==> src/hdl/pipe_pkg.sv <==
package pipe_pkg;

    // issue width, lane 0 holds the older slot.
    localparam int NUM_LANES = 2;

    // exception controller states.
    // run: latch captures normally.
    // trap: one-cycle trap report, latch killed.
    // drain: latch held empty until the front end redirects.
    typedef enum logic [1:0] {
        ST_RUN   = 2'd0,
        ST_TRAP  = 2'd1,
        ST_DRAIN = 2'd2
    } exc_state_t;

endpackage

==> src/hdl/cpu_isa_pkg.sv <==
package cpu_isa_pkg;

    // micro-op code width.
    localparam int UOP_W = 8;

    // architectural register count, r0 is hardwired to zero.
    localparam int NUM_REGS = 32;

    // register values and immediates.
    typedef logic [31:0] word_t;

    // architectural register number.
    typedef logic [4:0] reg_addr_t;

    // zero means no operation.
    typedef logic [UOP_W-1:0] uop_t;

    // trap causes reported by the exception controller.
    typedef enum logic [1:0] {
        EXC_NONE    = 2'd0,
        EXC_SYSCALL = 2'd1,
        EXC_BREAK   = 2'd2,
        EXC_PRIV    = 2'd3
    } exc_cause_t;

endpackage
==> src/hdl/issue_ex1_top.sv <==
module issue_ex1_top (
    input  logic                    clk,
    input  logic                    rst_n_i,
    input  logic                    valid0_i,
    input  logic                    valid1_i,
    input  cpu_isa_pkg::uop_t       uop0_i,
    input  cpu_isa_pkg::uop_t       uop1_i,
    input  cpu_isa_pkg::word_t      imm0_i,
    input  cpu_isa_pkg::word_t      imm1_i,
    input  cpu_isa_pkg::reg_addr_t  rj0_i,
    input  cpu_isa_pkg::reg_addr_t  rk0_i,
    input  cpu_isa_pkg::reg_addr_t  rd0_i,
    input  cpu_isa_pkg::reg_addr_t  rj1_i,
    input  cpu_isa_pkg::reg_addr_t  rk1_i,
    input  cpu_isa_pkg::reg_addr_t  rd1_i,
    input  logic                    syscall0_i,
    input  logic                    brk0_i,
    input  logic                    priv0_i,
    input  logic                    syscall1_i,
    input  logic                    brk1_i,
    input  logic                    priv1_i,
    input  logic                    we0_i,
    input  cpu_isa_pkg::reg_addr_t  waddr0_i,
    input  cpu_isa_pkg::word_t      wdata0_i,
    input  logic                    we1_i,
    input  cpu_isa_pkg::reg_addr_t  waddr1_i,
    input  cpu_isa_pkg::word_t      wdata1_i,
    input  logic                    flush_i,
    input  logic                    redirect_i,
    output logic                    ex1_valid0_o,
    output logic                    ex1_valid1_o,
    output cpu_isa_pkg::uop_t       ex1_uop0_o,
    output cpu_isa_pkg::uop_t       ex1_uop1_o,
    output cpu_isa_pkg::word_t      ex1_imm0_o,
    output cpu_isa_pkg::word_t      ex1_imm1_o,
    output cpu_isa_pkg::reg_addr_t  ex1_rj0_o,
    output cpu_isa_pkg::reg_addr_t  ex1_rk0_o,
    output cpu_isa_pkg::reg_addr_t  ex1_rd0_o,
    output cpu_isa_pkg::reg_addr_t  ex1_rj1_o,
    output cpu_isa_pkg::reg_addr_t  ex1_rk1_o,
    output cpu_isa_pkg::reg_addr_t  ex1_rd1_o,
    output logic                    ex1_syscall0_o,
    output logic                    ex1_brk0_o,
    output logic                    ex1_priv0_o,
    output logic                    ex1_syscall1_o,
    output logic                    ex1_brk1_o,
    output logic                    ex1_priv1_o,
    output cpu_isa_pkg::word_t      ex1_rj0_data_o,
    output cpu_isa_pkg::word_t      ex1_rj1_data_o,
    output cpu_isa_pkg::word_t      ex1_rk0_data_o,
    output cpu_isa_pkg::word_t      ex1_rk1_data_o,
    output logic                    trap_valid_o,
    output cpu_isa_pkg::exc_cause_t trap_cause_o,
    output logic                    trap_lane_o,
    output logic                    kill_lane1_o
);

    cpu_isa_pkg::word_t rj0_data;
    cpu_isa_pkg::word_t rk0_data;
    cpu_isa_pkg::word_t rj1_data;
    cpu_isa_pkg::word_t rk1_data;
    logic               ex1_kill;

    // read ports 0/1 serve lane 0, 2/3 serve lane 1.
    regfile u_regfile (
        .clk      (clk),
        .rst_n_i  (rst_n_i),
        .we0_i    (we0_i),
        .waddr0_i (waddr0_i),
        .wdata0_i (wdata0_i),
        .we1_i    (we1_i),
        .waddr1_i (waddr1_i),
        .wdata1_i (wdata1_i),
        .raddr0_i (rj0_i),
        .raddr1_i (rk0_i),
        .raddr2_i (rj1_i),
        .raddr3_i (rk1_i),
        .rdata0_o (rj0_data),
        .rdata1_o (rk0_data),
        .rdata2_o (rj1_data),
        .rdata3_o (rk1_data)
    );

    reg_ex1 u_reg_ex1 (
        .clk        (clk),
        .rst_n_i    (rst_n_i),
        .flush_i    (flush_i),
        .kill_i     (ex1_kill),
        .valid0_i   (valid0_i),
        .valid1_i   (valid1_i),
        .uop0_i     (uop0_i),
        .uop1_i     (uop1_i),
        .imm0_i     (imm0_i),
        .imm1_i     (imm1_i),
        .rj0_i      (rj0_i),
        .rk0_i      (rk0_i),
        .rd0_i      (rd0_i),
        .rj1_i      (rj1_i),
        .rk1_i      (rk1_i),
        .rd1_i      (rd1_i),
        .syscall0_i (syscall0_i),
        .brk0_i     (brk0_i),
        .priv0_i    (priv0_i),
        .syscall1_i (syscall1_i),
        .brk1_i     (brk1_i),
        .priv1_i    (priv1_i),
        .rj0_data_i (rj0_data),
        .rj1_data_i (rj1_data),
        .rk0_data_i (rk0_data),
        .rk1_data_i (rk1_data),
        .valid0_o   (ex1_valid0_o),
        .valid1_o   (ex1_valid1_o),
        .uop0_o     (ex1_uop0_o),
        .uop1_o     (ex1_uop1_o),
        .imm0_o     (ex1_imm0_o),
        .imm1_o     (ex1_imm1_o),
        .rj0_o      (ex1_rj0_o),
        .rk0_o      (ex1_rk0_o),
        .rd0_o      (ex1_rd0_o),
        .rj1_o      (ex1_rj1_o),
        .rk1_o      (ex1_rk1_o),
        .rd1_o      (ex1_rd1_o),
        .syscall0_o (ex1_syscall0_o),
        .brk0_o     (ex1_brk0_o),
        .priv0_o    (ex1_priv0_o),
        .syscall1_o (ex1_syscall1_o),
        .brk1_o     (ex1_brk1_o),
        .priv1_o    (ex1_priv1_o),
        .rj0_data_o (ex1_rj0_data_o),
        .rj1_data_o (ex1_rj1_data_o),
        .rk0_data_o (ex1_rk0_data_o),
        .rk1_data_o (ex1_rk1_data_o)
    );

    // watches the latch outputs, not the issue inputs.
    exc_ctrl u_exc_ctrl (
        .clk          (clk),
        .rst_n_i      (rst_n_i),
        .redirect_i   (redirect_i),
        .valid0_i     (ex1_valid0_o),
        .valid1_i     (ex1_valid1_o),
        .syscall0_i   (ex1_syscall0_o),
        .brk0_i       (ex1_brk0_o),
        .priv0_i      (ex1_priv0_o),
        .syscall1_i   (ex1_syscall1_o),
        .brk1_i       (ex1_brk1_o),
        .priv1_i      (ex1_priv1_o),
        .kill_o       (ex1_kill),
        .trap_valid_o (trap_valid_o),
        .trap_cause_o (trap_cause_o),
        .trap_lane_o  (trap_lane_o),
        .kill_lane1_o (kill_lane1_o)
    );

endmodule

==> src/hdl/exc_ctrl.sv <==
module exc_ctrl (
    input  logic                    clk,
    input  logic                    rst_n_i,
    input  logic                    redirect_i,
    input  logic                    valid0_i,
    input  logic                    valid1_i,
    input  logic                    syscall0_i,
    input  logic                    brk0_i,
    input  logic                    priv0_i,
    input  logic                    syscall1_i,
    input  logic                    brk1_i,
    input  logic                    priv1_i,
    output logic                    kill_o,
    output logic                    trap_valid_o,
    output cpu_isa_pkg::exc_cause_t trap_cause_o,
    output logic                    trap_lane_o,
    output logic                    kill_lane1_o
);

    pipe_pkg::exc_state_t state_q;

    logic [pipe_pkg::NUM_LANES-1:0] lane_valid;
    logic [pipe_pkg::NUM_LANES-1:0] lane_sys;
    logic [pipe_pkg::NUM_LANES-1:0] lane_brk;
    logic [pipe_pkg::NUM_LANES-1:0] lane_priv;

    logic                    hit;
    logic                    hit_lane;
    cpu_isa_pkg::exc_cause_t hit_cause;

    assign lane_valid = {valid1_i, valid0_i};
    assign lane_sys   = {syscall1_i, syscall0_i};
    assign lane_brk   = {brk1_i, brk0_i};
    assign lane_priv  = {priv1_i, priv0_i};

    // walk from youngest to oldest so the oldest flagged lane wins.
    always_comb begin
        hit       = 1'b0;
        hit_lane  = 1'b0;
        hit_cause = cpu_isa_pkg::EXC_NONE;
        for (int i = pipe_pkg::NUM_LANES - 1; i >= 0; i--) begin
            if (lane_valid[i] && (lane_sys[i] || lane_brk[i] || lane_priv[i])) begin
                hit      = 1'b1;
                hit_lane = 1'(i);
                if (lane_sys[i]) begin
                    hit_cause = cpu_isa_pkg::EXC_SYSCALL;
                end else if (lane_brk[i]) begin
                    hit_cause = cpu_isa_pkg::EXC_BREAK;
                end else begin
                    hit_cause = cpu_isa_pkg::EXC_PRIV;
                end
            end
        end
    end

    always_ff @(posedge clk) begin
        if (!rst_n_i) begin
            state_q      <= pipe_pkg::ST_RUN;
            trap_cause_o <= cpu_isa_pkg::EXC_NONE;
            trap_lane_o  <= 1'b0;
        end else begin
            case (state_q)
                pipe_pkg::ST_RUN: begin
                    if (hit) begin
                        state_q      <= pipe_pkg::ST_TRAP;
                        trap_cause_o <= hit_cause;
                        trap_lane_o  <= hit_lane;
                    end
                end
                pipe_pkg::ST_TRAP: begin
                    state_q <= pipe_pkg::ST_DRAIN;
                end
                pipe_pkg::ST_DRAIN: begin
                    if (redirect_i) begin
                        state_q <= pipe_pkg::ST_RUN;
                    end
                end
                default: begin
                    state_q <= pipe_pkg::ST_RUN;
                end
            endcase
        end
    end

    // latch stays empty from the report until the redirect.
    assign kill_o       = (state_q != pipe_pkg::ST_RUN);
    assign trap_valid_o = (state_q == pipe_pkg::ST_TRAP);
    assign kill_lane1_o = trap_valid_o && !trap_lane_o;

endmodule

==> src/hdl/reg_ex1.sv <==
module reg_ex1 (
    input  logic                   clk,
    input  logic                   rst_n_i,
    input  logic                   flush_i,
    input  logic                   kill_i,
    input  logic                   valid0_i,
    input  logic                   valid1_i,
    input  cpu_isa_pkg::uop_t      uop0_i,
    input  cpu_isa_pkg::uop_t      uop1_i,
    input  cpu_isa_pkg::word_t     imm0_i,
    input  cpu_isa_pkg::word_t     imm1_i,
    input  cpu_isa_pkg::reg_addr_t rj0_i,
    input  cpu_isa_pkg::reg_addr_t rk0_i,
    input  cpu_isa_pkg::reg_addr_t rd0_i,
    input  cpu_isa_pkg::reg_addr_t rj1_i,
    input  cpu_isa_pkg::reg_addr_t rk1_i,
    input  cpu_isa_pkg::reg_addr_t rd1_i,
    input  logic                   syscall0_i,
    input  logic                   brk0_i,
    input  logic                   priv0_i,
    input  logic                   syscall1_i,
    input  logic                   brk1_i,
    input  logic                   priv1_i,
    input  cpu_isa_pkg::word_t     rj0_data_i,
    input  cpu_isa_pkg::word_t     rj1_data_i,
    input  cpu_isa_pkg::word_t     rk0_data_i,
    input  cpu_isa_pkg::word_t     rk1_data_i,
    output logic                   valid0_o,
    output logic                   valid1_o,
    output cpu_isa_pkg::uop_t      uop0_o,
    output cpu_isa_pkg::uop_t      uop1_o,
    output cpu_isa_pkg::word_t     imm0_o,
    output cpu_isa_pkg::word_t     imm1_o,
    output cpu_isa_pkg::reg_addr_t rj0_o,
    output cpu_isa_pkg::reg_addr_t rk0_o,
    output cpu_isa_pkg::reg_addr_t rd0_o,
    output cpu_isa_pkg::reg_addr_t rj1_o,
    output cpu_isa_pkg::reg_addr_t rk1_o,
    output cpu_isa_pkg::reg_addr_t rd1_o,
    output logic                   syscall0_o,
    output logic                   brk0_o,
    output logic                   priv0_o,
    output logic                   syscall1_o,
    output logic                   brk1_o,
    output logic                   priv1_o,
    output cpu_isa_pkg::word_t     rj0_data_o,
    output cpu_isa_pkg::word_t     rj1_data_o,
    output cpu_isa_pkg::word_t     rk0_data_o,
    output cpu_isa_pkg::word_t     rk1_data_o
);

    // any of these turns the latch into an all-zero bubble.
    logic clear;

    assign clear = !rst_n_i || flush_i || kill_i;

    always_ff @(posedge clk) begin
        if (clear) begin
            valid0_o   <= 1'b0;
            valid1_o   <= 1'b0;
            uop0_o     <= '0;
            uop1_o     <= '0;
            imm0_o     <= '0;
            imm1_o     <= '0;
            rj0_o      <= '0;
            rk0_o      <= '0;
            rd0_o      <= '0;
            rj1_o      <= '0;
            rk1_o      <= '0;
            rd1_o      <= '0;
            syscall0_o <= 1'b0;
            brk0_o     <= 1'b0;
            priv0_o    <= 1'b0;
            syscall1_o <= 1'b0;
            brk1_o     <= 1'b0;
            priv1_o    <= 1'b0;
            rj0_data_o <= '0;
            rj1_data_o <= '0;
            rk0_data_o <= '0;
            rk1_data_o <= '0;
        end else begin
            valid0_o   <= valid0_i;
            valid1_o   <= valid1_i;
            uop0_o     <= uop0_i;
            uop1_o     <= uop1_i;
            imm0_o     <= imm0_i;
            imm1_o     <= imm1_i;
            rj0_o      <= rj0_i;
            rk0_o      <= rk0_i;
            rd0_o      <= rd0_i;
            rj1_o      <= rj1_i;
            rk1_o      <= rk1_i;
            rd1_o      <= rd1_i;
            syscall0_o <= syscall0_i;
            brk0_o     <= brk0_i;
            priv0_o    <= priv0_i;
            syscall1_o <= syscall1_i;
            brk1_o     <= brk1_i;
            priv1_o    <= priv1_i;
            // operands already carry same-cycle forwarding.
            rj0_data_o <= rj0_data_i;
            rj1_data_o <= rj1_data_i;
            rk0_data_o <= rk0_data_i;
            rk1_data_o <= rk1_data_i;
        end
    end

endmodule

==> src/hdl/regfile.sv <==
module regfile (
    input  logic                   clk,
    input  logic                   rst_n_i,
    input  logic                   we0_i,
    input  cpu_isa_pkg::reg_addr_t waddr0_i,
    input  cpu_isa_pkg::word_t     wdata0_i,
    input  logic                   we1_i,
    input  cpu_isa_pkg::reg_addr_t waddr1_i,
    input  cpu_isa_pkg::word_t     wdata1_i,
    input  cpu_isa_pkg::reg_addr_t raddr0_i,
    input  cpu_isa_pkg::reg_addr_t raddr1_i,
    input  cpu_isa_pkg::reg_addr_t raddr2_i,
    input  cpu_isa_pkg::reg_addr_t raddr3_i,
    output cpu_isa_pkg::word_t     rdata0_o,
    output cpu_isa_pkg::word_t     rdata1_o,
    output cpu_isa_pkg::word_t     rdata2_o,
    output cpu_isa_pkg::word_t     rdata3_o
);

    cpu_isa_pkg::word_t mem [cpu_isa_pkg::NUM_REGS];

    // one write port per lane, higher index is younger.
    logic [pipe_pkg::NUM_LANES-1:0] we;
    cpu_isa_pkg::reg_addr_t         waddr [pipe_pkg::NUM_LANES];
    cpu_isa_pkg::word_t             wdata [pipe_pkg::NUM_LANES];

    // two source operands per lane.
    cpu_isa_pkg::reg_addr_t         raddr [2*pipe_pkg::NUM_LANES];
    cpu_isa_pkg::word_t             rdata [2*pipe_pkg::NUM_LANES];

    assign we       = {we1_i, we0_i};
    assign waddr[0] = waddr0_i;
    assign waddr[1] = waddr1_i;
    assign wdata[0] = wdata0_i;
    assign wdata[1] = wdata1_i;

    assign raddr[0] = raddr0_i;
    assign raddr[1] = raddr1_i;
    assign raddr[2] = raddr2_i;
    assign raddr[3] = raddr3_i;

    // later port overrides, so port 1 wins on equal addresses.
    always_ff @(posedge clk) begin
        if (!rst_n_i) begin
            for (int i = 0; i < cpu_isa_pkg::NUM_REGS; i++) begin
                mem[i] <= '0;
            end
        end else begin
            for (int p = 0; p < pipe_pkg::NUM_LANES; p++) begin
                if (we[p] && (waddr[p] != '0)) begin
                    mem[waddr[p]] <= wdata[p];
                end
            end
        end
    end

    // same-cycle forwarding, younger write port takes precedence.
    always_comb begin
        for (int r = 0; r < 2*pipe_pkg::NUM_LANES; r++) begin
            rdata[r] = mem[raddr[r]];
            for (int p = 0; p < pipe_pkg::NUM_LANES; p++) begin
                if (we[p] && (waddr[p] == raddr[r])) begin
                    rdata[r] = wdata[p];
                end
            end
            if (raddr[r] == '0) begin
                rdata[r] = '0;
            end
        end
    end

    assign rdata0_o = rdata[0];
    assign rdata1_o = rdata[1];
    assign rdata2_o = rdata[2];
    assign rdata3_o = rdata[3];

endmodule

==> config.mk <==
export PLATFORM = sky130hd
export DESIGN_NAME = issue_ex1_top
export DESIGN_NICKNAME = d
export VERILOG_FILES = /design/src/hdl/pipe_pkg.sv /design/src/hdl/cpu_isa_pkg.sv /design/src/hdl/issue_ex1_top.sv /design/src/hdl/exc_ctrl.sv /design/src/hdl/reg_ex1.sv /design/src/hdl/regfile.sv
export SDC_FILE = /design/constraint.sdc
export NUM_CORES = 2
export LEC_CHECK = 0
export BUFFER_PORTS_ARGS = -buffer_cell sky130_fd_sc_hd__buf_2
export CELL_PAD_IN_SITES_DETAIL_PLACEMENT = 0
export CELL_PAD_IN_SITES_GLOBAL_PLACEMENT = 1
export CORE_ASPECT_RATIO = 1.75
export CORE_MARGIN = 2
export CORE_UTILIZATION = 30
export CTS_CLUSTER_DIAMETER = 80
export DETAILED_ROUTE_END_ITERATION = 10
export GPL_ROUTABILITY_DRIVEN = 1
export PLACE_DENSITY = 0.57
export SYNTH_ARGS = -nofsm -noshare
export SYNTH_HDL_FRONTEND = slang
export SYNTH_HIERARCHICAL = 1
export SYNTH_SLANG_ARGS = --single-unit
==> constraint.sdc <==
create_clock -name clk -period 12.6 [get_ports clk]
set_input_delay 3.78 -clock clk [delete_from_list [all_inputs] [get_ports clk]]
set_output_delay 3.78 -clock clk [all_outputs]
set_load 0.05 [all_outputs]
==> run summary <==
Status - complete, but fails checks
Failing checks - capacitance limit, slew limit
Worst path required time - 13.36 ns
Switch share - 32.20%
Seq. cell area - 35770 um^2
ANT nets after route - 0
Crit path max fanout - 78
First-pass GRT wire length - 666.9 mm
Largest area contributor in the netlist - edfxtp_1
Clk slew on worst S/H paths - 0.07 ns
Post-layout minimum cycle time - 7.662 ns
Initial antenna violation count - 66
Post-synth top area share - 35.81%
Post-synthesis mux area share - 27.78%
Buffers added on ports - 448
Final Instance Area - 96230 um^2
Fill cells - 27799
M1 GR Usage - 35.98%
Post-CTS Repair Setup Buffers - 0
CP Class - in2reg
Post-synthesis sequential area ratio - 41.67%
Gr busiest metal - met2
Post-synthesis adder-cell area fraction - 0%
DR vias/cell - 7.300
CTS max path bufs - 4
Total die area - 290700 um^2
# setup viols final - 0
Cell Pwr Density - 126.0 nW/um^2
Vias in the first global route - 72542
Worst Path Buf+Inv - 3
Final WL - 507.7 mm
Worst endpoint data arrival time - 8.42 ns
Largest net degree at the start of global routing - 117
Crit path largest cell delay - 0.88 ns
Hold WC Path Type - reg2reg
Post-synth EDFFs - 1024
CP max-delay cell - a211oi_1
Final clock skew - 0.06950 ns
Max VDD drop - 0.1130 mV
Clk_lat worst skew - 0.89 ns
CTS Hold Bufs - 0
DIE HEIGHT - 711.7 um
All-layer global routing usage - 33.71%
DP Area - 91360 um^2
Worst-path cell chain - buf_8, buf_12, buf_12, mux4_2, a22o_1, a211oi_1, nor4_1, a221o_1, and4bb_2
RSZ-0062 raised after global routing - false
Post-CTS resize count - 0
Die Span X - 408.4 um
DRC - 0
Num CTS Buffers - 150
Largest delay share family, worst path - compound AO/OA/AOI/OAI gates
Worst path most repeated cell - buf_12
Psw - 3904 uW
Cell Area, Synth - 85860 um^2
Synth Area in XOR/XNOR - 0.4080%
Boundary Pins - 449
Final net count - 6357
Grt ovf - 0
Post-DR wirelength/cell - 50.35 um
CTS tree - yes
FMAX - 130.5 MHz
Fin Hold WS - 0.4597 ns
Primary FF master, synth - edfxtp_1
Layout cell share with drive strength beyond 1 - 34.98%
Syn_area_per_cell - 13.74 um^2
Met2 Use GR - 52.36%
Final Cycle Share - 60.81%
Slew headroom - -4.980%
Core footprint - 284500 um^2
Highest-count cells in the layout ignoring fill and taps - a22o_1 (1116), edfxtp_1 (1024), mux4_2 (774), buf_2 (428), mux2i_1 (414)
Startpoint types - primary input
Initial Util - 30.18%
Max cap viols - 1
Global placer's final weighted congestion - 0.9772
Root Driver - clkbuf_16
Slew @ Worst Pin - 1.575 ns
Leakage - 0.03369 uW
First drt pass iteration count - 8
Final setup TNS - 0 ns
Final core occ - 33.82%
Compound-cell area share of the yosys netlist - 18.29%
Synth async-reset ratio - 0%
DR vias - 73601
Int Pwr - 8220 uW
Commonest non-fill, non-tap cell in the layout - a22o_1
Simple-Gate Fraction of Synth Area - 6.405%
Synth warn - 6
Fin. Hold Viols - 0
Routing usage on met3 - 10.73%
Row cnt - 259
Synth unique cells - 67
Multi-input gate area - 46180 um^2
Syn Inst Count - 6251
H-tree levels - 4
Worst Setup End Kind - flop
Synthesis-to-finish area growth - 12.07%
Initial DRC Count - 10998
Final Slew Violations - 20
Synth area leaders - edfxtp_1 (36%), mux4_2 (20%), a22o_1 (11%)
Sink Count - 1275
#FFs+latches synth - 1275
Largest family of logic cells by synthesized area - multiplexers
Proportion of power drawn by flip-flops and latches - 41.7%
DPL Wire Length - 308.5 mm
Logic pwr share - 20.7%
Clock network power share - 37.5%
==> synth_stat cells (18+ instances only) <==
cell,n
nand2_1,137
nor4bb_1,100
buf_4,68
a22o_1,1116
o221ai_1,160
and4bb_2,147
a22oi_1,18
o211a_1,90
mux2_2,202
nor4_1,110
nor3b_1,31
a221oi_1,90
xnor2_1,24
and3_1,20
dfxtp_1,251
clkbuf_1,565
mux2i_1,414
edfxtp_1,1024
buf_2,254
mux4_2,774
nand3b_1,37
a211oi_1,144
buf_6,39
a21oi_1,33
buf_1,70
nor2_1,81
a221o_1,123
==> through the flow <==
stage | power, uW | instances | worst slack (ns)
after floorplan | 6561 | 6282 | 5.926
after global placement | 7528 | 9789 | 4.364
after detailed placement | 7549 | 9791 | 4.407
after CTS | 12030 | 10051 | 5.311
after global routing | 12290 | 10058 | 4.878
final | 12120 | 10083 | 4.938
==> metal layers <==
| metal | routed length, um | part of all wire [%] |
|---|---|---|
| met1 | 161300 | 32 |
| met2 | 226000 | 45 |
| met3 | 59940 | 12 |
| met4 | 60230 | 12 |
| met5 | 220 | 0.043 |
==> final cells by class <==
class | count | area share (%)
clock inverter | 73 | 0.7190
timing repair buffer | 725 | 4.790
inverter | 12 | 0.05461
sequential | 1275 | 37.18
antenna | 32 | 0.08322
multi-input combinational | 3995 | 48.00
tap | 3784 | 4.920
clock buffer | 187 | 4.261
==> tightest hold or removal path, delay by kind of cell (launching register included) <==
family | cells | cell delay [ns]
flip-flops | 1 | 0.31
buffers and inverters | 1 | 0.06
AO/OA/AOI/OAI | 1 | 0.05
==> registers in the layout, indices dropped and copies added, names as in the netlist, 2 cells and up <==
name,flops
u_exc_ctrl/state_q,2
u_exc_ctrl/trap_cause_o,2
u_reg_ex1/imm0_o,32
u_reg_ex1/imm1_o,32
u_reg_ex1/rd0_o,5
u_reg_ex1/rd1_o,5
u_reg_ex1/rj0_data_o,32
u_reg_ex1/rj0_o,5
u_reg_ex1/rj1_data_o,32
u_reg_ex1/rj1_o,5
u_reg_ex1/rk0_data_o,32
u_reg_ex1/rk0_o,5
u_reg_ex1/rk1_data_o,32
u_reg_ex1/rk1_o,5
u_reg_ex1/uop0_o,8
u_reg_ex1/uop1_o,8
u_regfile/mem,1024
==> kinds of logic after synthesis <==
kind of cell	after synthesis
flops	1275
mux	1390
other cells	1
compound gates	1799
buf+inv	1012
xor+xnor	40
simple gates	734
==> final timing paths <==
kind | start | endpoint | cells after the start | slack (ns)
max reg2reg | u_regfile/mem[17][2] | u_reg_ex1/rj0_data_o[2] | 7 | 9.24
min | u_exc_ctrl/trap_cause_o[0] | u_exc_ctrl/trap_cause_o[0] | 2 | 0.46
max | rj1_i[0] | u_reg_ex1/rj1_data_o[9] | 9 | 4.94
min reg2reg | u_exc_ctrl/trap_cause_o[0] | u_exc_ctrl/trap_cause_o[0] | 2 | 0.46
==> power by group through the flow <==
stage	Clock [uW]	Sequential, uW	Combinational [uW]
2_1_floorplan	0	5190	1380
3_3_place_gp	0	5120	2410
3_5_place_dp	0	5140	2410
4_1_cts	4570	5050	2420
5_1_grt	4690	5080	2520
6_report	4550	5060	2510
No activity file was read; power rests on OpenSTA's default activity.
